File: src/common/conv_settings.svh
`ifndef CONV_SETTINGS_SVH
`define CONV_SETTINGS_SVH

// array geometry
`define PE_SIZE     4
`define ROW_NUM     16

// memory depths in words
`define MEM0_DEPTH  4
`define MEM1_DEPTH  16

// idle cycles between weight load and first activation read
`define WEIGHT_GAP  3

`define DATA_W      32

// word address region bases, region picked by adr[7:6]
`define REG_CTRL    8'h00
`define BASE_MEM0   8'h40
`define BASE_MEM1   8'h80
`define BASE_RES    8'hC0

`endif

File: src/common/conv_pkg.sv
`include "conv_settings.svh"

package conv_pkg;

        // four signed 8-bit elements per word
        typedef logic [`DATA_W-1:0] word_t;

        typedef logic [$clog2(`MEM0_DEPTH)-1:0] mem0_addr_t;
        typedef logic [$clog2(`MEM1_DEPTH)-1:0] mem1_addr_t;

        // row * PE_SIZE + lane
        typedef logic [$clog2(`PE_SIZE * `ROW_NUM)-1:0] res_addr_t;

        typedef logic [7:0] wb_addr_t;

        // sum of four 8x8 signed products
        typedef logic signed [17:0] acc_t;

        typedef enum logic [2:0] {
                IDLE,
                LOAD_W,
                GAP,
                STREAM,
                DRAIN
        } mover_state_t;

endpackage

File: src/tile_mem.sv
`timescale 1ns/1ps

module tile_mem
        import conv_pkg::*;
#(
        parameter int DEPTH = 4
) (
        input  logic                     clk,
        input  logic                     ce_i,
        input  logic                     we_i,
        input  logic [$clog2(DEPTH)-1:0] addr_i,
        input  word_t                    wdata_i,
        output word_t                    rdata_o
);

        word_t mem [DEPTH];

        // read-first, data one cycle after ce
        always_ff @(posedge clk) begin
                if (ce_i) begin
                        if (we_i) begin
                                mem[addr_i] <= wdata_i;
                        end
                        rdata_o <= mem[addr_i];
                end
        end

endmodule

File: config.mk
export PLATFORM = sky130hd
export DESIGN_NAME = tile_mem
export DESIGN_NICKNAME = d
export VERILOG_FILES = /design/src/common/conv_pkg.sv /design/src/tile_mem.sv
export VERILOG_INCLUDE_DIRS = /design/src /design/src/common
export SDC_FILE = /design/constraint.sdc
export NUM_CORES = 1
export LEC_CHECK = 0
export ABC_AREA = 1
export CORE_ASPECT_RATIO = 0.9
export CORE_MARGIN = 2
export CORE_UTILIZATION = 50
export DETAILED_ROUTE_END_ITERATION = 6
export DONT_BUFFER_PORTS = 1
export GPL_ROUTABILITY_DRIVEN = 0
export HOLD_SLACK_MARGIN = 0.03
export SKIP_CTS_REPAIR_TIMING = 1
export SYNTH_ARGS = -nofsm -noshare
export SYNTH_HDL_FRONTEND = slang
export SYNTH_SLANG_ARGS = --single-unit
export TNS_END_PERCENT = 10
File: constraint.sdc
create_clock -name clk -period 4.15 [get_ports clk]
set_input_delay 0.415 -clock clk [delete_from_list [all_inputs] [get_ports clk]]
set_output_delay 0.415 -clock clk [all_outputs]
set_load 0.03 [all_outputs]
**Word-level counts from Yosys, hierarchy flattened**

Memory sizes are Yosys's and may differ from the RTL's. A register that Yosys moved wholly into a read port is not among the register bits.
Cells that the tools add are included.

- Output and inout port bits: 32
- Memory bits (writable): 128
- Word-level logic and storage cells: 4
- Memories: 1
- Register bits after elaboration: 0

Memories:

| name | words | width | read ports | clocked after Yosys merged registers in | write ports | line | text |
|---|---|---|---|---|---|---|---|
| mem | 4 | 32 | 1 | 1 | 1 | tile_mem.sv:16 | `word_t mem [DEPTH];` |

- Muxes and demuxes: 3

Operator list:

| cell | count |
|---|---|
| $mux W1 | 3 |

**Logic depth before layout (Yosys ltp)**

- Word-level depth: 3
- Mapped depth: 7
- Gate-level depth less buffers: 5

**Worst setup path before layout**

No wires, ideal clock.

- Path kind: input port to flip-flop
- Start: input addr_i[0]
- End: memory mem[1][0] (netlist name), enable pin
- Path slack: 0.692 ns
- Path buffers: 2
- Arrival time: 2.997 ns
- Cell stages on the path: 4
- Setup time: 0.461 ns
- Cells stage by stage: inv_2 -> buf_2 -> buf_4 -> nor3_1

RTL lines:

| what | line | text |
|---|---|---|
| start: declaration | tile_mem.sv:11 | `input logic [$clog2(DEPTH)-1:0] addr_i,` |
| end: declaration | tile_mem.sv:16 |  |

Straight into the memory's write port.

**Final worst setup path**

- Start: input addr_i[1]
- End: memory mem[3][30] (netlist name), enable pin

Straight into the memory's write port.

==> impl_metrics.yaml <==
placement:
  hpwl_mm: 5.72
  dp.cells: 624
  portBuffers: 0
timing:
  hold_viol: 0
  tightest_slew_ps: 1160
  finClkSkew_ps: 4.92
  relSlewSlack: 0.226
  rsz0062_at_grt: "no"
  fin_crit_ps: 1540
  finalMaxSlewViolations: 0
  fin_tns_setup_ps: 0
  finalCritPeriodShare: 0.372
  setup_viol: 0
  fmax_mhz: 647
route:
  drt_iter0_markers: 337
  wl_per_cell_um: 15.8
  route.vias.total: 3195
  dr.pass1.iters: 5
  viasPerCell: 4.87
  drc_errors: 0
  route.antenna.remaining_nets: 0
  wirelength_mm: 10.4
logic_synthesis:
  yosysSeqAreaShare: 0.796
  synth-seq-cells: 160
  syn_avg_cell_area_um2: 12.7
  syn_area_um2: 6030
  synth_area_leaders: "edfxtp_1 (80%), nand2_1 (18%), buf_2 (1.0%), buf_4 (0.75%), nor3_1 (0.33%)"
  synth_area_leader_cell: "edfxtp_1"
  synth_top_area_share: 0.796
  syn_inst: 476
  yosys_warnings: 0
  ys_types: 9
  synth_nets: 513
finish:
  n_fill_cell: 956
  final_cells: 656
  antenna_cells: 0
  synthToLayoutAreaGrowth_pct: 11.6
  layout.nets: 520
  drive_above_1_share: 0.0806
clock_network:
  cts_tree: "yes"
  path_clk_slew_ps: 60
  clkSinkCount: 160
  clockBufferDepth: 2
  cts_root_buf: "clkbuf_16"
  numCtsBuffers: 17
  htree_levels: 4
  clkLatencyLatePin_ps: 430
floorplanning:
  coreArea_um2: 11900
  die_area_um2: 13000
  ios: 69
  rows: 38
  die_x_um: 120
  initial_core_util: 0.506
  die_h_um: 108
critical_path:
  criticalPathCategory: "input port to flip-flop"
  arrival_ps: 1660
  worstPathMaxFanout: 35
  start_kind: "input port"
  r2r_start: "mem[0][17]"
  worstPathRequired_ps: 4260
  worst_setup_path_end_kind: "flip-flop"
  critPathLaunch: "addr_i[1]"
pwr:
  power.leakage_nw: 2.65
  power_density_nw_per_um2: 507
  ir_drop_uv: 347
outcome:
  outcome: "completed"
worst_hold_path:
  min_from: "wdata_i[18]"
  hp-class: "input port to flip-flop"
run:
  drv_cap: 0
grt:
  antenna_found_initial: 0
  grt_first_pass_wirelength_mm: 16.2
  grt_usage: 0.175
  grt_max_degree: 68
  grt_pass1_vias: 3143
  grt_overflow: 0
[path summary, 6_finish.rpt]
| kind | to | slack [ps] | cells past startpoint |
|---|---|---|---|
| max | mem[3][30] | 2610 | 4 |
| min | mem[3][18] | 80 | 0 |
| max reg2reg | rdata_o[17] | 3230 | 4 |
| min reg2reg | rdata_o[16] | 600 | 4 |
[critical path: stages]
cell and delay [ps]:
clkinv_1 330, buf_4 370, nor3_2 220, buf_4 290
[power by group]
part / leakage, nW / internal (mW) / switching (mW) / total, mW
Combinational: 0.905 / 0.0326 / 0.0690 / 0.102
Sequential: 1.48 / 1.85 / 0.0597 / 1.91
Clock: 0.256 / 0.810 / 0.586 / 1.40
[state kept, by name (all words and copies together) (netlist names)]
register  flops
rdata_o      32
mem         128
[logic make-up after synthesis]
family,synth area share
buffers and inverters,0.0205
DFF,0.796
and+or+nand+nor,0.183
[cells in the final DEF (no fill, tap or decap), drive strengths merged]
master and instances:
buf 9, bufinv 1, clkbuf 19, clkinv 11
clkinvlp 2, edfxtp 160, inv 1, nand2 289
nor3 4
[routing by layer]
metal | GRT usage | part of all wire
met5 | 0 | 0
met4 | 0.102 | 0.025
met3 | 0.0670 | 0.070
met2 | 0.282 | 0.48
met1 | 0.201 | 0.42
[cell type report]
class / count / area, µm² / area share
Timing Repair Buffer: 9 / 67.6 / 0.0100
Tap cell: 160 / 200 / 0.0297
Sequential cell: 160 / 4800 / 0.713
Clock buffer: 19 / 433 / 0.0643
Inverter: 2 / 7.51 / 0.00111
Clock inverter: 13 / 97.6 / 0.0145
Multi-Input combinational cell: 293 / 1120 / 0.167
[cell usage after synthesis]
master / count
buf_1: 1
buf_2: 12
buf_4: 6
clkbuf_1: 2
clkinv_1: 1
edfxtp_1: 160
inv_2: 1
nand2_1: 289
nor3_1: 4
[metrics by stage]
stage / total power [mW] / hold slack [ps] / area, µm² / setup slack [ps] / utilization
after floorplan: 2.04 / 514 / 6030 / 692 / -
after global placement: 2.05 / 514 / 6200 / 2180 / 0.520
after detailed placement: 2.05 / 514 / 6200 / 2150 / 0.520
after CTS: 3.44 / 60.2 / 6740 / 2600 / 0.564
after global routing: 3.52 / 61.5 / 6740 / 2480 / 0.564
final: 3.41 / 78.9 / 6740 / 2610 / 0.564
No activity file was read; power rests on OpenSTA's default activity.
