### src/common/conv_settings.svh
`ifndef CONV_SETTINGS_SVH
`define CONV_SETTINGS_SVH

// array geometry
`define PE_SIZE     4
`define ROW_NUM     16

// memory depths in words
`define MEM0_DEPTH  4
`define MEM1_DEPTH  16

// idle cycles between weight load and first activation read
`define WEIGHT_GAP  3

`define DATA_W      32

// word address region bases, region picked by adr[7:6]
`define REG_CTRL    8'h00
`define BASE_MEM0   8'h40
`define BASE_MEM1   8'h80
`define BASE_RES    8'hC0

`endif

### src/common/conv_pkg.sv
`include "conv_settings.svh"

package conv_pkg;

        // four signed 8-bit elements per word
        typedef logic [`DATA_W-1:0] word_t;

        typedef logic [$clog2(`MEM0_DEPTH)-1:0] mem0_addr_t;
        typedef logic [$clog2(`MEM1_DEPTH)-1:0] mem1_addr_t;

        // row * PE_SIZE + lane
        typedef logic [$clog2(`PE_SIZE * `ROW_NUM)-1:0] res_addr_t;

        typedef logic [7:0] wb_addr_t;

        // sum of four 8x8 signed products
        typedef logic signed [17:0] acc_t;

        typedef enum logic [2:0] {
                IDLE,
                LOAD_W,
                GAP,
                STREAM,
                DRAIN
        } mover_state_t;

endpackage

### src/wb_host_port.sv
`timescale 1ns/1ps
`include "conv_settings.svh"

module wb_host_port
        import conv_pkg::*;
(
        input  logic       clk,
        input  logic       rst_n,
        input  logic       wb_cyc_i,
        input  logic       wb_stb_i,
        input  logic       wb_we_i,
        input  wb_addr_t   wb_adr_i,
        input  word_t      wb_dat_i,
        input  logic       busy_i,
        input  logic       done_i,
        input  word_t      mem0_rdata_i,
        input  word_t      mem1_rdata_i,
        input  word_t      res_rdata_i,
        input  logic       mv_mem0_ce_i,
        input  mem0_addr_t mv_mem0_addr_i,
        input  logic       mv_mem1_ce_i,
        input  mem1_addr_t mv_mem1_addr_i,
        output word_t      wb_dat_o,
        output logic       wb_ack_o,
        output logic       start_o,
        output logic       mem0_ce_o,
        output logic       mem0_we_o,
        output mem0_addr_t mem0_addr_o,
        output logic       mem1_ce_o,
        output logic       mem1_we_o,
        output mem1_addr_t mem1_addr_o,
        output word_t      mem_wdata_o,
        output res_addr_t  res_addr_o
);

        localparam int AW      = $bits(wb_addr_t);
        localparam int RGN_LSB = $bits(res_addr_t);

        typedef logic [AW-RGN_LSB-1:0] rgn_t;

        localparam wb_addr_t CTRL_A = `REG_CTRL;
        localparam wb_addr_t MEM0_A = `BASE_MEM0;
        localparam wb_addr_t MEM1_A = `BASE_MEM1;
        localparam wb_addr_t RES_A  = `BASE_RES;

        localparam rgn_t RGN_CTRL = CTRL_A[AW-1:RGN_LSB];
        localparam rgn_t RGN_MEM0 = MEM0_A[AW-1:RGN_LSB];
        localparam rgn_t RGN_MEM1 = MEM1_A[AW-1:RGN_LSB];
        localparam rgn_t RGN_RES  = RES_A[AW-1:RGN_LSB];

        logic req;
        rgn_t rgn;
        rgn_t rgn_q;
        logic blocked_q;
        logic done_q;
        logic host_mem0;
        logic host_mem1;

        // ack cycle masked so each request is seen once
        assign req = wb_cyc_i && wb_stb_i && !wb_ack_o;
        assign rgn = wb_adr_i[AW-1:RGN_LSB];

        // host owns the memories only while idle
        assign host_mem0 = req && (rgn == RGN_MEM0) && !busy_i;
        assign host_mem1 = req && (rgn == RGN_MEM1) && !busy_i;

        assign mem0_ce_o   = busy_i ? mv_mem0_ce_i : host_mem0;
        assign mem0_we_o   = host_mem0 && wb_we_i;
        assign mem0_addr_o = busy_i ? mv_mem0_addr_i : wb_adr_i[$bits(mem0_addr_t)-1:0];
        assign mem1_ce_o   = busy_i ? mv_mem1_ce_i : host_mem1;
        assign mem1_we_o   = host_mem1 && wb_we_i;
        assign mem1_addr_o = busy_i ? mv_mem1_addr_i : wb_adr_i[$bits(mem1_addr_t)-1:0];
        assign mem_wdata_o = wb_dat_i;
        assign res_addr_o  = wb_adr_i[RGN_LSB-1:0];

        always_ff @(posedge clk or negedge rst_n) begin
                if (!rst_n) begin
                        wb_ack_o  <= 1'b0;
                        rgn_q     <= '0;
                        blocked_q <= 1'b0;
                        start_o   <= 1'b0;
                        done_q    <= 1'b0;
                end else begin
                        wb_ack_o <= req;
                        if (req) begin
                                rgn_q     <= rgn;
                                blocked_q <= busy_i;
                        end
                        // start is dropped while a run is active
                        start_o <= req && wb_we_i && (rgn == RGN_CTRL) && wb_dat_i[0] && !busy_i;
                        if (start_o) begin
                                done_q <= 1'b0;
                        end else if (done_i) begin
                                done_q <= 1'b1;
                        end
                end
        end

        // memory data arrives in the ack cycle
        always_comb begin
                wb_dat_o = '0;
                case (rgn_q)
                        RGN_CTRL: wb_dat_o = {{(`DATA_W - 2){1'b0}}, done_q, busy_i};
                        RGN_MEM0: wb_dat_o = blocked_q ? '0 : mem0_rdata_i;
                        RGN_MEM1: wb_dat_o = blocked_q ? '0 : mem1_rdata_i;
                        RGN_RES:  wb_dat_o = res_rdata_i;
                        default:  wb_dat_o = '0;
                endcase
        end

endmodule

### config.mk
export PLATFORM = sky130hd
export DESIGN_NAME = wb_host_port
export DESIGN_NICKNAME = d
export VERILOG_FILES = /design/src/common/conv_pkg.sv /design/src/wb_host_port.sv
export VERILOG_INCLUDE_DIRS = /design/src /design/src/common
export SDC_FILE = /design/constraint.sdc
export NUM_CORES = 1
export LEC_CHECK = 0
export ABC_AREA = 1
export BUFFER_PORTS_ARGS = -buffer_cell sky130_fd_sc_hd__buf_4
export CAP_MARGIN = 20
export CORE_AREA = 4 4 89 91
export DETAILED_ROUTE_END_ITERATION = 6
export DIE_AREA = 0 0 93 95
export SLEW_MARGIN = 15
export SYNTH_ARGS = -nofsm -noshare
export SYNTH_HDL_FRONTEND = slang
export SYNTH_SLANG_ARGS = --single-unit
### constraint.sdc
create_clock -name clk -period 1.05 [get_ports clk]
set_input_delay 0.0525 -clock clk [delete_from_list [all_inputs] [get_ports clk]]
set_output_delay 0.0525 -clock clk [all_outputs]
set_load 0.02 [all_outputs]
; Word-level counts from Yosys, hierarchy flattened
; Cells that the tools add are included.
[word_totals]
input_bits = 151
ff_bits = 6
[op_classes]
n_reduce_logical = 17
n_mux = 9
n_eq_ne = 5
[ops]
columns = op, count
row1 = 32-bit one-hot mux with 4 select lines, 1
row2 = 32-bit 2-to-1 mux, 2
row3 = 1-bit logical AND, 12
row4 = 2-bit equality test (second input constant), 3
row5 = 2-bit by 1-bit equality test with 1-bit output (second input constant), 2
row6 = 2-bit zero test, 2
row7 = 1-bit 2-to-1 mux, 4
row8 = 4-bit 2-to-1 mux, 1
row9 = 1-bit zero test, 2
row10 = 2-bit 2-to-1 mux, 1
row11 = 2-bit nonzero test, 1

; Logic depth before layout (Yosys ltp)
; Gate-level depths: netlist (run 1).
[logic_depth]
word_depth = 6
depth_mapped = 5

; Worst setup path after synthesis (run 1)
; Ideal clock, no wire load.
[synth_timing]
path_type = reg-to-output
start = register wb_ack_o
end = output port mem0_ce_o
path_stages_with_launch = 4
path_slack_ps = -303
n_path_buf = 0
arrival_time_ps = 1300
path_cell_list = dfrtp_1 > nor2_2 > nand2_1 > o21ai_0
[synth_between]
elab_chain_len = 5
[synth_lines]
columns = element, line
row1 = start: declaration, wb_host_port.sv:24  ; output logic wb_ack_o,
row2 = start signal: assignment, wb_host_port.sv:84  ; wb_ack_o <= req;
row3 = 1-bit zero test, wb_host_port.sv:60  ; assign req = wb_cyc_i && wb_stb_i && !wb_ack_o;
row4 = 1-bit logical AND, wb_host_port.sv:60
row5 = named net req, wb_host_port.sv:51  ; logic req;
row6 = 1-bit logical AND (2 in a row), wb_host_port.sv:64  ; assign host_mem0 = req && (rgn == RGN_MEM0) && !busy_i;
row7 = 1-bit 2-to-1 mux, wb_host_port.sv:67  ; assign mem0_ce_o = busy_i ? mv_mem0_ce_i : host_mem0;
row8 = end: declaration, wb_host_port.sv:26  ; output logic mem0_ce_o,
; The timed path passes the listed nets, and every way through them passes these cells.

; Worst setup path after layout (run 1)
[layout_timing]
start = register rgn_q[1]
end = output port wb_dat_o[25]
[layout_between]
elab_chain_len = 2
word_cells_on_any_way = 5
classes_between = eq/ne (3) / mux (1) / reduce/logical (1)
[layout_lines]
columns = element, line
row1 = start: declaration, wb_host_port.sv:53  ; rgn_t rgn_q;
row2 = start signal: assignment, wb_host_port.sv:86  ; rgn_q <= rgn;
row3 = 2-bit equality test (tied with other cells), wb_host_port.sv:102  ; case (rgn_q)
row4 = 32-bit one-hot mux with 4 select lines (*), wb_host_port.sv:102
row5 = end: declaration, wb_host_port.sv:23  ; output word_t wb_dat_o,
; Mark *: on every way between the ends. The rest lies on a longest branch, timed or not.

==> metrics.txt, run 1 <==
Iteration-0 DRC Markers 24; first-pass GRT wire length around 10 mm; RSZ-0062 raised after global routing yes; CP Cell Sequence nor2_4 -> buf_6 -> clkbuf_16 -> nand3_1 -> nand3_2 -> buf_6; Hold WS 0.0517 ns; Internal Pwr Total roughly 1.8 mW; Reg power frac 8.8%; largest net degree at the start of global routing between 40 and 50; sw power roughly 1.4 mW; leading cell type in the layout, fill and taps excluded buf_4; P_leak 1.69 nW; Port Buffers approximately 170; Hold Vio Cnt, Final 0; die area between 0.008 and 0.009 mm²; TritonCTS clock tree done; TritonRoute pass-1 iters 4; clk slew on worst S/H paths 0.04 ns; Yosys Warn Count 0; Mean Syn Cell Area 5.75 µm²; Finished Core Util 44.1%; Post-Syn Instances 247; # fillers 735; Clock power frac around a tenth; Die Width slightly above 90 µm; Mapped Area 0.00142 mm²; power per cell area approximately 1000 mW/mm²; max frequency 690 MHz; layout cell share with drive strength beyond 1 between 60% and 70%; startpoint types register; final-report setup violation count 36; Vias 2186; Crit path top cell by count buf_6; final slew viol count 0; CP Class reg -> out; Net count, final 534; Switching Fraction 43.6%; Max Clock Skew ~0.0007 ns; root buffer cell clkbuf_8; drc violations 0; via/cell ratio 4.55; register area share after synthesis between 10% and 20%; commonest cells after routing, fill and taps aside buf_4, nand2_1, nand3_2; initial core utilization between 15 and 20%; worst vdd ir 0.436 mV; Tmin final around 1.4 ns; CP max-delay cell dfrtp_2; ant diodes 0; outcome finished, violations left; gr ovfl total 0; Std-Cell Rows 31; Top Ports 233; combinational cell fraction of total power roughly 80%; number of global-route vias before repair about 2300; Cell variety after synth 18; worst-skew pair later-pin latency around 0.22 ns; critical path fanouts, max 5; CP required 1.00 ns; critical path's largest stage delay about 0.44 ns; gpl congestion between 0.7 and 0.8; Final WS setup -0.399 ns; Max-slew headroom between 80% and 90%; routed len/inst approximately 15 µm; syn_nets between 300 and 400; initial antenna violation count 0; failing checks negative setup slack; max-cap violation count 0; Die Y around 95 µm; synthesized flop and latch total 6; Slew @ Worst Pin 0.209 ns; Bufs on Longest Clock Path 2; clock buffer count from CTS 3; ANT nets after route 0; CP endpoint kind primary output; CTS Sinks 6; Critical Path AT 1.40 ns; HP Class in -> reg; H-tree depth 1; Routed Wire Length between 7 and 8 mm; period utilization 138%; post-DP HPWL between 5 and 6 mm; Area Growth Syn to Fin 122%; GRT Total Usage between 10 and 15%; core area between 0.007 and 0.008 mm²
==> cell families (layout without fill, tap and decap cells) <==
group,count (synthesis),in the layout,synth area share [%]
simple gates,172,172,57.8
buf+inv,65,199,30.2
flops,6,6,10.6
compound gates,4,4,1.41
==> worst max-delay path: cells and delay by family, from the launching register on <==
kind,cells,cell delay [ns]
buffers and inverters,3,0.39
AND/OR/NAND/NOR,3,0.34
flip-flops,1,0.44
==> cell type report <==
cell class | count | area [µm²] | share of cell area [%]
Timing Repair Buffer | 185 | 1680 | 53.3
Multi-Input combinational cell | 176 | 1110 | 35.2
Sequential cell | 6 | 151 | 4.81
Tap cell | 99 | 124 | 3.93
Inverter | 11 | 46.3 | 1.47
Clock buffer | 3 | 41.3 | 1.31
==> sequential cells by signal, summed over array words and instances (netlist names) <==
name       cells
start_o        1
rgn_q          2
blocked_q      1
done_q         1
wb_ack_o       1
==> cells in the mapped netlist, drive strengths merged <==
cell	n	area share [%]
o21ai	4	1.4
nand2	63	17
nand4	2	0.88
clkbuf	1	0.26
nand3b	1	0.53
buf	53	27
nor2	14	4.9
dfrtp	6	11
nand3	92	35
inv	11	2.9
==> timing repair <==
action,CTS,global route
gates resized for setup,41,31
endpoints found under the setup margin,36,37
cloned,2,1
pin swaps,3,13
hold endpoints to repair,6,0
buffers inserted,4,1
hold buffers,1,0
==> power by group through the flow <==
stage | Combinational (mW) | Clock (mW) | Sequential (mW)
after floorplan | 1.28 | 0 | 0.287
after global placement | 2.13 | 0 | 0.282
after detailed placement | 2.14 | 0 | 0.283
after CTS | 2.45 | 0.350 | 0.280
after global routing | 2.74 | 0.361 | 0.282
final | 2.56 | 0.341 | 0.280
==> path summary, 6_finish.rpt <==
| check | startpoint | end | slack [ns] | cells past startpoint |
|---|---|---|---|---|
| worst min register to register | start_o$_DFF_PN0_ | done_q$_DFFE_PN0P_ | 0.42 | 1 |
| worst max-delay path | rgn_q[1]$_DFFE_PN0P_ | wb_dat_o[25] | -0.40 | 6 |
| max in group asynchronous | rst_n | rgn_q[1]$_DFFE_PN0P_ | 0.76 | 2 |
| worst min-delay path | done_i | done_q$_DFFE_PN0P_ | 0.05 | 3 |
| min in group asynchronous | rst_n | start_o$_DFF_PN0_ | 0.17 | 2 |
| worst max register to register | blocked_q$_DFFE_PN0P_ | blocked_q$_DFFE_PN0P_ | 0.12 | 3 |
==> routing by layer <==
layer | share of wire (%) | track usage (%) | up-vias | wire (µm)
met3 | 11 | 4.30 | 24 | 747
met5 | 0 | 0 | - | 0
met2 | 54 | 29.1 | 111 | 3820
li1 | - | - | 1052 | -
met4 | 2.6 | 5.25 | 0 | 184
met1 | 32 | 14.1 | 999 | 2260
==> per-stage QoR <==
step / cell area (µm²) / power, mW / worst slack (ns) / instances / TNS, ns
after floorplan: 1580 / 1.57 / -0.0144 / 247 / -0.0144
after global placement: 2720 / 2.41 / -0.161 / 469 / -3.79
after detailed placement: 2720 / 2.43 / -0.172 / 469 / -4.37
after CTS: 3000 / 3.08 / -0.382 / 479 / -12.08
after global routing: 3150 / 3.38 / -0.455 / 480 / -14.41
final: 3150 / 3.18 / -0.399 / 480 / -12.42
Power figures use the tool's default switching activity.
==> inputs of run 2 (changes only) <==
--- a/config.mk
+++ b/config.mk
@@ -6,7 +6,6 @@
 export SDC_FILE = /design/constraint.sdc
 export NUM_CORES = 1
 export LEC_CHECK = 0
-export ABC_AREA = 1
 export BUFFER_PORTS_ARGS = -buffer_cell sky130_fd_sc_hd__buf_4
 export CAP_MARGIN = 20
 export CORE_AREA = 4 4 89 91
==> metrics.txt, run 2 <==
Net count, final 452; Finished Core Util a little over two fifths; Slew @ Worst Pin 0.444 ns; Die Width about 93 µm; reg-to-reg slack, setup -0.28 ns; routed len/inst approximately 17 µm; drc violations 0; commonest cells after routing, fill and taps aside buf_4, a22o_1, buf_6; number of global-route vias before repair between 2000 and 2500; TritonCTS clock tree done; outcome finished, violations left; gr ovfl total 0; Max Clock Skew 0.000871 ns; Iteration-0 DRC Markers 21; max-cap violation count 0; TritonRoute pass-1 iters 4; Yosys Warn Count 0; max reg flops 2; Worst Hold Depth 2; clock buffer count from CTS 3; synth top area cells a22o_1, buf_4, dfrtp_1; ant diodes 0; Biggest register rgn_q; hold path start wb_adr_i[7]; initial antenna violation count 0; number of synthesized flops with an enable pin 0; synthesized flop and latch total 6; Max-slew headroom a little over two thirds; share of the synthesized area in the top cell type approximately two fifths; HP Class in -> reg; die area ~0.0088 mm²; Commonest cells post-synth a22o_1, buf_4, buf_2; ANT nets after route 0; GRT Total Usage between 10 and 15%; xor/xnor share of the synthesized area 0%; Die Y approximately 95 µm; leading cell type in the layout, fill and taps excluded buf_4; failing checks negative setup slack; CP Cell Sequence buf_4 -> buf_12 -> a22o_1 -> a22o_4 -> buf_4; clk slew on worst S/H paths 0.04 ns; Mapped Area roughly 0.0013 mm²; startpoint types register; critical path fanouts, max 23; CTS Sinks 6; Adder-Cell Fraction of Synth Area 0%; Post-Syn Instances ~160; multiplexer share of the synthesized area under 10%; largest area contributor in the netlist a22o_1; post-synthesis simple-gate area fraction a little under an eighth; largest net degree at the start of global routing 31; power per cell area roughly 1200 mW/mm²; initial core utilization 18.3%; first-pass GRT wire length about 10 mm; Mean Syn Cell Area between 8 and 9 µm²; worst hold endpoint start_o$_DFF_PN0_; Tmin final 1.62 ns; Cell variety after synth 18; Routed Wire Length 6.96 mm; Reg2Reg Capture Point start_o$_DFF_PN0_; root buffer cell clkbuf_8; Critical Path AT approximately 1.6 ns; R2R Path Start wb_ack_o$_DFF_PN0_; main combinational cell family by area after synthesis compound AO/OA/AOI/OAI gates; CP Class reg -> out; most common flop cell mapped by yosys dfrtp_1; register area share after synthesis about 12%; final-report setup violation count 40; critical path's largest stage delay 0.42 ns; max frequency between 600 and 700 MHz; final slew viol count 0; Placement Setup Slack -0.565 ns; fraction of registers with async set/reset between 90% and 100%; P_leak 1.53 nW; post-DP HPWL just under 5 mm; Reg2Reg Depth 3; CP endpoint kind primary output; syn_nets around 300; via/cell ratio 4.62; Vias between 1500 and 2000; H-tree depth 1; Crit path top cell by count buf_4; worst vdd ir 0.621 mV; period utilization 155%; Top Ports 233; CP required 1.00 ns; gpl congestion roughly 0.7; worst-skew pair later-pin latency 0.22 ns; core area around 0.0071 mm²; Final WS setup -0.573 ns; RSZ-0062 raised after global routing yes; Std-Cell Rows 31; Area Growth Syn to Fin 132%; layout cell share with drive strength beyond 1 75.6%; # fillers slightly above 700; count leader, synth a22o_1; CP max-delay cell dfrtp_2; Hold Vio Cnt, Final 0; Bufs on Longest Clock Path 2; Port Buffers ~170; Synth Area in Compound Gates around 45%
run 2: changes by cell type in the layout (fill, tap and decap cells not counted), moves of 3 or more:
cell      delta
a22o_1      +45
mux2_2       +5
buf_4        +8
a22o_4      +15
nand2_1     -46
dfrtp_1      -3
inv_2        -3
dfrtp_2      +3
inv_1        -6
nand3_1     -39
nand3_2     -53
nand2b_1     +6
nand2_2      -6
nor2_1       -7
run 2: timing repair:
item,4_1_cts,5_1_grt
setup buffers,12,0
setup endpoints to repair,40,40
hold endpoints to repair,6,0
pin swaps,33,3
gates resized for setup,53,6
hold buffers,1,0
gates cloned,4,0
run 2: worst max-delay path by stage:
stage | startpoint | to | cells past startpoint
after floorplan | wb_ack_o$_DFF_PN0_ | start_o$_DFF_PN0_ | 3
after global placement | blocked_q$_DFFE_PN0P_ | wb_dat_o[30] | 4
after detailed placement | blocked_q$_DFFE_PN0P_ | wb_dat_o[30] | 4
after CTS | rgn_q[1]$_DFFE_PN0P_ | wb_dat_o[25] | 5
after global routing | rgn_q[1]$_DFFE_PN0P_ | wb_dat_o[25] | 5
final | rgn_q[1]$_DFFE_PN0P_ | wb_dat_o[25] | 5
run 2: metal layers:
metal  share of wire (%)  up-vias  global-route usage, %  wire [µm]
li1                    -      856                      -          -
met1                  35      842                   15.2       2430
met2                  52      124                   28.0       3660
met3                  10       18                   3.67        728
met4                 2.2        0                   4.27        150
met5                   0        -                      0          0
run 2: cells by family after synthesis:
family	count (synthesis)
DFF	6
muxes	5
AOI/OAI and AO/OA	68
and+or+nand+nor	25
buffers and inverters	54
run 2: where the power goes:
group / switching (mW) / leakage (nW) / internal (mW)
Clock: 0.0923 / 0.0216 / 0.246
Combinational: 1.27 / 1.45 / 1.62
Sequential: 0.0242 / 0.0667 / 0.260
Total: 1.39 / 1.53 / 2.13
run 2: critical path, delay by kind of cell (launching register included):
kind / cells / cell delay (ns)
AOI/OAI and AO/OA: 2 / 0.45
DFF: 1 / 0.42
buffers and inverters: 3 / 0.46
run 2: per-stage QoR:
step | instance area, µm² | instances | setup TNS, ns | hold slack [ns] | power (mW)
after floorplan | 1490 | 158 | -4.60 | -0.243 | 1.87
after global placement | 2530 | 378 | -17.78 | -0.139 | 2.58
after detailed placement | 2530 | 378 | -17.81 | -0.139 | 2.59
after CTS | 2980 | 398 | -19.63 | 0.0248 | 3.51
after global routing | 3030 | 398 | -21.18 | 0.0303 | 3.71
final | 3030 | 398 | -19.52 | 0.0323 | 3.51
run 2: cell type report:
class / count / area [µm²] / share of cell area, %
tap: 99 / 124 / 4.09
clock buffer: 3 / 41.3 / 1.36
inverter: 1 / 3.75 / 0.124
timing repair buffer: 190 / 1690 / 56.0
multi-input combinational: 99 / 1010 / 33.3
sequential: 6 / 155 / 5.13
