### config.mk
export PLATFORM = sky130hd
export DESIGN_NAME = conv_data_mover
export DESIGN_NICKNAME = d
export VERILOG_FILES = /design/src/common/conv_pkg.sv /design/src/data_mover/conv_data_mover.sv /design/src/data_mover/phase_counter.sv
export VERILOG_INCLUDE_DIRS = /design/src /design/src/common
export SDC_FILE = /design/constraint.sdc
export NUM_CORES = 1
export LEC_CHECK = 0
export BUFFER_PORTS_ARGS = -buffer_cell sky130_fd_sc_hd__buf_2
export CAP_MARGIN = 10
export CORE_MARGIN = 4
export CORE_UTILIZATION = 58
export DETAILED_ROUTE_END_ITERATION = 12
export PLACE_DENSITY = 0.92
export SYNTH_ARGS = -nofsm -noshare
export SYNTH_HDL_FRONTEND = slang
export SYNTH_SLANG_ARGS = --single-unit
### constraint.sdc
create_clock -name clk -period 1.7 [get_ports clk]
set_input_delay 0.255 -clock clk [delete_from_list [all_inputs] [get_ports clk]]
set_output_delay 0.255 -clock clk [all_outputs]
set_load 0.005 [all_outputs]
### src/common/conv_settings.svh
`ifndef CONV_SETTINGS_SVH
`define CONV_SETTINGS_SVH

// array geometry
`define PE_SIZE     4
`define ROW_NUM     16

// memory depths in words
`define MEM0_DEPTH  4
`define MEM1_DEPTH  16

// idle cycles between weight load and first activation read
`define WEIGHT_GAP  3

`define DATA_W      32

// word address region bases, region picked by adr[7:6]
`define REG_CTRL    8'h00
`define BASE_MEM0   8'h40
`define BASE_MEM1   8'h80
`define BASE_RES    8'hC0

`endif

### src/common/conv_pkg.sv
`include "conv_settings.svh"

package conv_pkg;

        // four signed 8-bit elements per word
        typedef logic [`DATA_W-1:0] word_t;

        typedef logic [$clog2(`MEM0_DEPTH)-1:0] mem0_addr_t;
        typedef logic [$clog2(`MEM1_DEPTH)-1:0] mem1_addr_t;

        // row * PE_SIZE + lane
        typedef logic [$clog2(`PE_SIZE * `ROW_NUM)-1:0] res_addr_t;

        typedef logic [7:0] wb_addr_t;

        // sum of four 8x8 signed products
        typedef logic signed [17:0] acc_t;

        typedef enum logic [2:0] {
                IDLE,
                LOAD_W,
                GAP,
                STREAM,
                DRAIN
        } mover_state_t;

endpackage

### src/data_mover/conv_data_mover.sv
`timescale 1ns/1ps
`include "conv_settings.svh"

module conv_data_mover
        import conv_pkg::*;
(
        input  logic       clk,
        input  logic       rst_n,
        input  logic       start_i,
        output logic       mem0_ce_o,
        output mem0_addr_t mem0_addr_o,
        output logic       mem1_ce_o,
        output mem1_addr_t mem1_addr_o,
        output logic       w_valid_o,
        output mem0_addr_t w_idx_o,
        output logic       a_valid_o,
        output logic       busy_o,
        output logic       done_o
);

        mover_state_t state_q;
        mover_state_t state_d;

        logic       launch;
        logic       w_run;
        logic       w_done;
        logic       g_done;
        logic       s_run;
        logic       s_done;
        logic       drain_q;
        mem0_addr_t w_addr_q;
        mem1_addr_t a_addr_q;

        assign launch = start_i && (state_q == IDLE);

        // weight load window
        phase_counter #(
                .COUNT_NUM(`PE_SIZE)
        ) u_weight_phase (
                .clk     (clk),
                .rst_n   (rst_n),
                .start_i (launch),
                .run_o   (w_run),
                .done_o  (w_done)
        );

        // fixed gap after the last weight read
        phase_counter #(
                .COUNT_NUM(`WEIGHT_GAP)
        ) u_gap_phase (
                .clk     (clk),
                .rst_n   (rst_n),
                .start_i (w_done),
                .run_o   (),
                .done_o  (g_done)
        );

        // activation stream window
        phase_counter #(
                .COUNT_NUM(`ROW_NUM)
        ) u_stream_phase (
                .clk     (clk),
                .rst_n   (rst_n),
                .start_i (g_done),
                .run_o   (s_run),
                .done_o  (s_done)
        );

        always_comb begin
                state_d = state_q;
                case (state_q)
                        IDLE:    if (start_i) state_d = LOAD_W;
                        LOAD_W:  if (w_done)  state_d = GAP;
                        GAP:     if (g_done)  state_d = STREAM;
                        STREAM:  if (s_done)  state_d = DRAIN;
                        DRAIN:   if (drain_q) state_d = IDLE;
                        default: state_d = IDLE;
                endcase
        end

        // drain covers memory latency plus the lane register
        always_ff @(posedge clk or negedge rst_n) begin
                if (!rst_n) begin
                        state_q <= IDLE;
                        drain_q <= 1'b0;
                end else begin
                        state_q <= state_d;
                        drain_q <= (state_q == DRAIN) && !drain_q;
                end
        end

        always_ff @(posedge clk or negedge rst_n) begin
                if (!rst_n) begin
                        w_addr_q  <= '0;
                        a_addr_q  <= '0;
                        w_valid_o <= 1'b0;
                        w_idx_o   <= '0;
                        a_valid_o <= 1'b0;
                end else begin
                        // read data lands one cycle after ce
                        w_valid_o <= w_run;
                        w_idx_o   <= w_addr_q;
                        a_valid_o <= s_run;
                        if (launch) begin
                                w_addr_q <= '0;
                                a_addr_q <= '0;
                        end else begin
                                if (w_run) begin
                                        w_addr_q <= w_addr_q + 1'b1;
                                end
                                if (s_run) begin
                                        a_addr_q <= a_addr_q + 1'b1;
                                end
                        end
                end
        end

        assign mem0_ce_o   = w_run;
        assign mem0_addr_o = w_addr_q;
        assign mem1_ce_o   = s_run;
        assign mem1_addr_o = a_addr_q;
        assign busy_o      = (state_q != IDLE);
        assign done_o      = drain_q;

endmodule

### src/data_mover/phase_counter.sv
`timescale 1ns/1ps

module phase_counter #(
        parameter int COUNT_NUM = 4
) (
        input  logic clk,
        input  logic rst_n,
        input  logic start_i,
        output logic run_o,
        output logic done_o
);

        localparam int CW = (COUNT_NUM > 1) ? $clog2(COUNT_NUM) : 1;

        logic [CW-1:0] cnt_q;

        // last cycle of the run window
        assign done_o = run_o && (cnt_q == CW'(COUNT_NUM - 1));

        always_ff @(posedge clk or negedge rst_n) begin
                if (!rst_n) begin
                        run_o <= 1'b0;
                        cnt_q <= '0;
                end else if (start_i) begin
                        run_o <= 1'b1;
                        cnt_q <= '0;
                end else if (done_o) begin
                        run_o <= 1'b0;
                end else if (run_o) begin
                        cnt_q <= cnt_q + 1'b1;
                end
        end

endmodule

# After elaboration in Yosys (flattened, before gate mapping)
# Cells that the tools add are included.
# word_totals
output_inout_bits	14
ff_bits	25
inputBits	3
# classes
add_sub_neg	5
eq_ne	15
n_reduce_logical	19
n_mux	25
# ops
cell	n
$mux 4	5
$mux 2	8
$mux 3	5
$pmux 3 s5	1
$reduce_bool 2->1	7
$ne 2x2->1 const B	6
$add 4x1->4 const B	2
$add 2x1->2 const B	3
$eq 3x2->1 const B	2
$mux 1	6
$reduce_and 2->1	3
$logic_and 1x1->1	5
$reduce_and 5->1	1
$eq 2x2->1 const B	2
$eq 4x4->1 const B	1
$ne 2x1->1 const B	2
$eq 3x1->1 const B	1
$eq 3x3->1 const B	1
$logic_not 3->1	1
$reduce_bool 3->1	1
$logic_not 1->1	1

# Logic depth before layout (Yosys ltp)
# Gate-level depths: netlist (run 1).
# logic_depth
word_depth	4
depth_mapped	5
depth_no_buf	5

# Modules after synthesis
# A second synthesis (run 1) with hierarchy kept.
# hier_totals
cells_unflattened	95
area_unflattened_um2	1172.4
# by_module_without_submodules
module	area_per_inst_um2	seq_area_each_um2	cells_each	n_inst
conv_data_mover	571.8	350.3	45	1
phase_counter (u_stream_phase)	269.0	125.1	23	1
phase_counter (u_gap_phase)	168.9	75.1	14	1
phase_counter (u_weight_phase)	162.7	75.1	13	1

# Worst setup path before layout (run 1)
# OpenSTA, ideal clock, no wires.
# synth_timing
path_kind	flip-flop to flip-flop
startpoint	register u_weight_phase.cnt_q[0]
endpoint	register u_weight_phase.cnt_q[1]
arrival_time_ps	996
path_stages_with_launch	5
setup_time_ps	118
period_less_slack_ps	1115
t_required_ps	1582
setup_slack_ps	585
path_buffers	0
path_cell_list	dfrtp_1 -> ha_1 -> nand2b_1 -> mux2i_1 -> nor2_1
# synth_between
elab_chain_cells	4
# synth_rtl
item	line	rtl
from (decl)	phase_counter.sv:15	logic [CW-1:0] cnt_q;
from (signal assigned)	phase_counter.sv:30	cnt_q <= cnt_q + 1'b1;
$add 2x1->2 or $eq 2x2->1 (tied branches)	phase_counter.sv:30, phase_counter.sv:18	
$mux 2 or $logic_and 1x1->1 (tied branches)	phase_counter.sv:29, phase_counter.sv:18	
$mux 2 or $ne 2x2->1 (tied branches)	-	
$mux 2 or $reduce_and 2->1 (tied branches)	-	
# Parallel ways exist; a longest one is shown, timed or not. The select of a mux whose other input is x is not followed.
# A chain may end at the register's enable or synchronous reset.

# Worst setup path in the final report (run 1)
# layout_timing
startpoint	register state_q[1]
endpoint	output busy_o
# layout_between
elab_chain_cells	1
# layout_rtl
item	line	rtl
from (decl)	conv_data_mover.sv:21	mover_state_t state_q;
from (signal assigned)	conv_data_mover.sv:87	state_q <= state_d;
$reduce_bool 3->1	conv_data_mover.sv:122	assign busy_o = (state_q != IDLE);
to (decl)	conv_data_mover.sv:17	output logic busy_o,
# Every way passes these cells.

==> results of run 1 <==
-- cell type report --
class | count | area, sq um | share of cell area [%]
Multi-Input combinational cell | 63 | 409 | 34.1
Timing Repair Buffer | 17 | 90.1 | 7.50
Clock buffer | 4 | 26.3 | 2.19
Inverter | 5 | 18.8 | 1.56
Sequential cell | 25 | 626 | 52.1
Tap cell | 25 | 31.3 | 2.60
-- placed cells by master (no fill, tap or decap), types with 2 or more instances in the layout --
| master | count |
|---|---|
| a21oi_1 | 6 |
| and3_1 | 3 |
| buf_2 | 16 |
| clkbuf_4 | 3 |
| dfrtp_1 | 25 |
| ha_1 | 4 |
| inv_1 | 4 |
| mux2i_1 | 4 |
| nand2_1 | 11 |
| nand2b_1 | 4 |
| nand3_1 | 2 |
| nand4_1 | 3 |
| nor2_1 | 9 |
| xnor2_1 | 3 |
| xor2_1 | 4 |
-- sequential cells by signal, summed over array words and instances, names as in the netlist --
signal / flops
state_q: 3
u_gap_phase.cnt_q: 2
mem1_addr_o: 4
done_o: 1
u_stream_phase.cnt_q: 4
u_weight_phase.run_o: 1
w_valid_o: 1
mem0_addr_o: 2
u_gap_phase.run_o: 1
a_valid_o: 1
u_stream_phase.run_o: 1
u_weight_phase.cnt_q: 2
w_idx_o: 2
-- layer usage --
metal	vias up	share of wire, %	global-route usage (%)
met5	-	0	0
met4	0	1.9	8.97
met3	4	4.8	2.92
met2	20	49	27.5
met1	360	44	18.8
li1	360	-	-
-- logic make-up (layout without fill, tap and decap cells) --
kind of cell / count (synthesis) / count (layout)
buffers and inverters: 7 / 26
multiplexers: 4 / 4
flip-flops: 25 / 25
XOR/XNOR: 7 / 7
adder cells (fa/ha/maj): 4 / 4
AO/OA/AOI/OAI: 12 / 12
AND/OR/NAND/NOR: 36 / 36
-- through the flow --
stage                     utilization [%]  instances  hold slack (ps)  area (sq um)  total power [W]
after floorplan                         -         95            -40.6          1070          0.00173
after CTS                            68.8        139              409          1200          0.00231
after detailed placement             66.7        134              262          1160          0.00205
final                                68.8        139              412          1200          0.00228
after global routing                 68.8        139              415          1200          0.00249
after global placement               66.7        134              264          1160          0.00197
-- worst register-to-register path: stages, from the launching register on --
cell and delay [ps]:
dfrtp_1 440, ha_1 270, nand4_1 130, nor2_1 70, o32ai_1 230
-- timing repair --
item | CTS | global route
gates resized for setup | 0 | 0
hold endpoints to repair | 25 | 0
hold buffers | 1 | 0
-- power by group --
part           internal, W  switching [W]  total [W]
clock            0.0000918       0.000164   0.000256
combinational     0.000436       0.000450   0.000885
sequential        0.000875       0.000264    0.00114
-- final timing paths --
| kind | depth (start not counted) | slack, ps | end | startpoint |
|---|---|---|---|---|
| setup / recovery | 3 | 340 | busy_o | state_q[1] |
| hold / removal | 4 | 410 | state_q[0] | start_i |
| setup reg to reg | 4 | 470 | state_q[1] | u_stream_phase.cnt_q[0] |
| hold reg to reg | 0 | 430 | w_idx_o[1] | mem0_addr_o[1] |
| max in group asynchronous | 2 | 920 | u_weight_phase.cnt_q[0] | rst_n |
| min in group asynchronous | 2 | 440 | done_o | rst_n |
==> results.py, run 1 <==
metrics = {
    "run_status": {
        "status": "finished, final reports clean",
    },
    "floorplan": {
        "io_pins": 17,
        "start_util_pct": 61.3,
        "coreArea_sq_mm": 0.00175,
        "die-area_sq_mm": 0.00260,
        "fp.dieW_um": 50.9,
        "die_height_um": 50.9,
        "fp-row-count": 15,
    },
    "clocking": {
        "cts_buffer_depth": 2,
        "cts_made_buffers": 3,
        "clkSinkCount": 25,
        "cts_tree": "built",
        "cts_root_buf": "clkbuf_4",
        "clk_pin_slew_ps": 120,
        "postCtsSetupBuffers": 0,
        "cts_max_level": 1,
        "insertion_delay_ps": 310,
    },
    "sta": {
        "final_max_slew_viol_count": 0,
        "fmax_mhz": 734,
        "worst_slack_ps": 337,
        "hold_viol": 0,
        "fin_crit_sh_pct": 80.2,
        "relSlewSlack_pct": 65.0,
        "fin_crit_ps": 1360,
        "worst_pin_slew_ps": 525,
        "rsz0062_at_grt": "false",
        "finalSetupViolCount": 0,
        "skew_ps": 3.05,
        "tns_ps": 0,
    },
    "yosys": {
        "yosys_warnings": 0,
        "synth-compound-area-share_pct": 7.13,
        "yosysTopAreaCell": "dfrtp_1",
        "ys_ff_latch": 25,
        "synthesis.nets": 102,
        "synth_xor_area_share_pct": 5.73,
        "synthAdderAreaFrac_pct": 4.68,
        "synth.top_cell.area_share_pct": 58.5,
        "synthFlopType": "dfrtp_1",
        "syn_area_sq_mm": 0.00107,
        "synth_most_common_cell": "dfrtp_1",
        "synth_top_family_by_area": "simple AND/OR/NAND/NOR gates",
        "async_reset_ff_share_pct": 100,
        "yosysSeqAreaShare_pct": 58.5,
        "synth-edff-count": 0,
        "synth-simple-area-share_pct": 17.0,
        "syn_inst": 95,
        "synthMuxAreaShare_pct": 3.74,
        "ys_top_cells_by_count": "dfrtp_1 (25), nand2_1 (11), nor2_1 (9)",
        "synth_cell_types": 26,
        "avgSynthCellArea_sq_um": 11.3,
        "synth.area.top_cells": "dfrtp_1 (58%), ha_1 (4.7%), nand2_1 (3.9%), mux2i_1 (3.7%), xor2_1 (3.3%)",
    },
    "hold_path": {
        "hold_path_class": "input pin to register",
    },
    "global_route": {
        "grt_max_degree": 26,
        "grt_pass1_vias": 762,
        "grtUsageTotal_pct": 16.0,
        "antenna_found_initial": 0,
        "gr-total-overflow": 0,
        "grt_pass1_wl_um": 3090,
    },
    "routing": {
        "drtIter0Drc": 12,
        "wire_per_inst_um": 12.9,
        "drc": 0,
        "vias": 744,
        "drt_wl_total_um": 1800,
        "drtPass1Iterations": 4,
        "drtAntennaViolNets": 0,
        "avgViaCountPerCell": 5.35,
    },
    "critical_path": {
        "cp_num_buf_inv": 2,
        "cp-start-kind": "register",
        "critPathRequiredTime_ps": 1440,
        "cp.arrival_ps": 1110,
        "cpMaxStageDelayCell": "dfrtp_1",
        "crit_type": "register to primary output",
        "critPathMaxStageDelay_ps": 470,
        "cp_cell_sequence": "inv_1 > nand3_1 > buf_2",
        "crit_family": "flip-flops",
        "worstPathMaxFanout": 6,
        "endpoint_kind": "primary output",
    },
    "pwr": {
        "vdd_drop_max_mv": 0.897,
        "power_density_mw_per_mm2": 1900,
        "leakagePower_nw": 0.611,
    },
    "placed_design": {
        "io_buffers": 16,
        "place_hpwl_um": 1320,
        "gp_congestion": 0.774,
        "place_ws_ps": 483,
    },
    "flow_run": {
        "cap_violations": 0,
    },
    "layout": {
        "fillCellCount": 135,
        "finalNetCount": 122,
        "drive_above_1_share_pct": 18.4,
        "num_antenna_cells": 0,
        "syn_to_final_growth_pct": 12.3,
    },
}
Note: power is estimated with default switching activity, not from simulation.
==> run 2: changes to the inputs <==
- CORE_UTILIZATION: 58 -> 48
- PLACE_DENSITY: 0.92 -> 0.83
- clock period: 1.7 -> 1.2 ns (I/O delays scaled with it)
==> run 2 against run 1 <==
Effect of this change:
- sequential share of layout area is 4.6 points lower
- clock skew up 9.5 ps
- utilization is 4.0 points lower
- sequential power rose by 41%
- the run now ends with negative setup slack left
- first-iteration DRC count is 67% higher
- critical path depth increased by 1
- clock power increased by 52%
- wire length rose by 9.5%
- count of clock-buffer cells in the layout fell by 1
- worst hold slack got worse by 68 ps
- critical path type unchanged
- final area grew 10%
- non-clock buffer count increased by 8
==> results.py, run 2 (synthesized netlist as in run 1, its figures left out) <==
metrics = {
    "run_status": {
        "status": "complete, but fails checks",
        "violations": "negative setup slack",
    },
    "routing": {
        "drt_wl_total_um": 1970,
        "vias": 788,
        "wire_per_inst_um": 13.2,
        "drtIter0Drc": 20,
        "drtPass1Iterations": 4,
        "drtAntennaViolNets": 0,
        "avgViaCountPerCell": 5.29,
        "drc": 0,
    },
    "floorplan": {
        "fp.dieW_um": 55.2,
        "coreArea_sq_mm": 0.00204,
        "fp-row-count": 16,
        "die_height_um": 55.2,
        "die-area_sq_mm": 0.00305,
        "io_pins": 17,
        "start_util_pct": 52.4,
    },
    "critical_path": {
        "crit_type": "register to primary output",
        "cp.arrival_ps": 1080,
        "critPathMaxStageDelay_ps": 420,
        "cp_cell_sequence": "buf_6 > inv_4 > nand3_2 > buf_2",
        "cp-start-kind": "register",
        "critPathRequiredTime_ps": 1020,
        "worstPathMaxFanout": 2,
        "cpMaxStageDelayCell": "dfrtp_1",
        "endpoint_kind": "primary output",
    },
    "layout": {
        "final_common_cell": "dfrtp_1",
        "final_cell_mix": "dfrtp_1 (23), buf_2 (16), nand2_1 (11)",
        "fin_cells": 149,
        "design_area_sq_mm": 0.00132,
        "num_antenna_cells": 0,
        "syn_to_final_growth_pct": 23.6,
        "post-route-util_pct": 64.8,
        "fillCellCount": 187,
        "finalNetCount": 130,
        "drive_above_1_share_pct": 35.2,
    },
    "clocking": {
        "cts_root_buf": "clkbuf_4",
        "cts_max_level": 1,
        "cts_tree": "built",
        "clkSinkCount": 25,
        "cts_buffer_depth": 2,
        "clk_pin_slew_ps": 150,
        "insertion_delay_ps": 330,
        "cts_made_buffers": 3,
    },
    "global_route": {
        "grt_max_degree": 26,
        "grt_pass1_vias": 796,
        "gr-total-overflow": 0,
        "antenna_found_initial": 0,
        "grt_pass1_wl_um": 3490,
        "grtUsageTotal_pct": 14.5,
    },
    "pwr": {
        "power_density_mw_per_mm2": 2770,
        "leakagePower_nw": 0.657,
        "vdd_drop_max_mv": 1.37,
    },
    "placed_design": {
        "place_hpwl_um": 1390,
        "io_buffers": 16,
        "placed_area_sq_mm": 0.00118,
        "placed_cells": 138,
        "gp_congestion": 0.792,
        "place_ws_ps": -53.5,
    },
    "sta": {
        "hold_viol": 0,
        "hold_slack_ps": 344,
        "fin_crit_ps": 1260,
        "relSlewSlack_pct": 64.0,
        "final_max_slew_viol_count": 0,
        "worst_slack_ps": -63.6,
        "worst_pin_slew_ps": 540,
        "fmax_mhz": 791,
        "fin_crit_sh_pct": 105,
        "rsz0062_at_grt": "true",
        "skew_ps": 12.6,
        "finalSetupViolCount": 1,
    },
    "flow_run": {
        "cap_violations": 0,
    },
    "hold_path": {
        "hold_path_class": "input pin to asynchronous set/reset pin",
    },
}
-- run 2: changes by cell type in the layout (fill, tap and decap cells not counted), sizes merged --
cell	delta
clkinv	+1
clkbuf	-1
buf	+8
-- run 2: final cells by class --
| class | count | area [sq um] | share of cell area (%) |
|---|---|---|---|
| flip-flops and latches | 25 | 628 | 47.5 |
| well taps | 27 | 33.8 | 2.55 |
| inverters | 5 | 21.3 | 1.61 |
| repair buffers | 25 | 154 | 11.6 |
| clock inverters | 1 | 5.00 | 0.378 |
| clock buffers | 3 | 22.5 | 1.70 |
| multi-input cells | 63 | 458 | 34.6 |
-- run 2: per-stage QoR --
step / power, W / TNS [ps]
global placement: 0.00284 / 0
CTS: 0.00358 / -64.0
global route: 0.00399 / -231
finish: 0.00367 / -63.6
floorplan: 0.00246 / 0
detailed placement: 0.00296 / -68.6
-- run 2: what timing repair did --
| item | CTS | global route |
|---|---|---|
| gates resized for setup | 11 | 6 |
| gates cloned | 0 | 0 |
| setup buffers | 5 | 1 |
| endpoints found under the setup margin | 10 | 19 |
| hold buffers | 1 | 0 |
| pin swaps | 1 | 1 |
| hold endpoints to repair | 25 | 0 |
-- run 2: power by group --
part	switching (W)	internal (W)
clock	0.000263	0.000125
combinational	0.000780	0.000889
sequential	0.000363	0.00125
total	0.00141	0.00226
-- run 2: path summary, 6_finish.rpt --
path,startpoint,endpoint,slack [ps],depth (start not counted)
max in group asynchronous,rst_n,u_stream_phase.run_o,460,2
max reg2reg,state_q[1],state_q[0],10,5
min,rst_n,u_gap_phase.run_o,340,2
min reg2reg,mem0_addr_o[1],w_idx_o[1],430,0
min in group clk,start_i,state_q[0],350,4
max,state_q[1],busy_o,-60,4
-- run 2: worst max-delay path, delay by kind of cell, from the launching register on --
family                 cells  cell delay [ps]
DFF                        1              420
and+or+nand+nor            1               40
buffers and inverters      3              290
-- run 2: metal layers --
layer | up-vias | share of wire [%] | global-route usage, %
met5 | - | 0 | 0
met4 | 0 | 2.9 | 9.38
met3 | 7 | 4.5 | 2.56
met2 | 20 | 49 | 22.8
met1 | 385 | 43 | 18.1
li1 | 376 | - | -
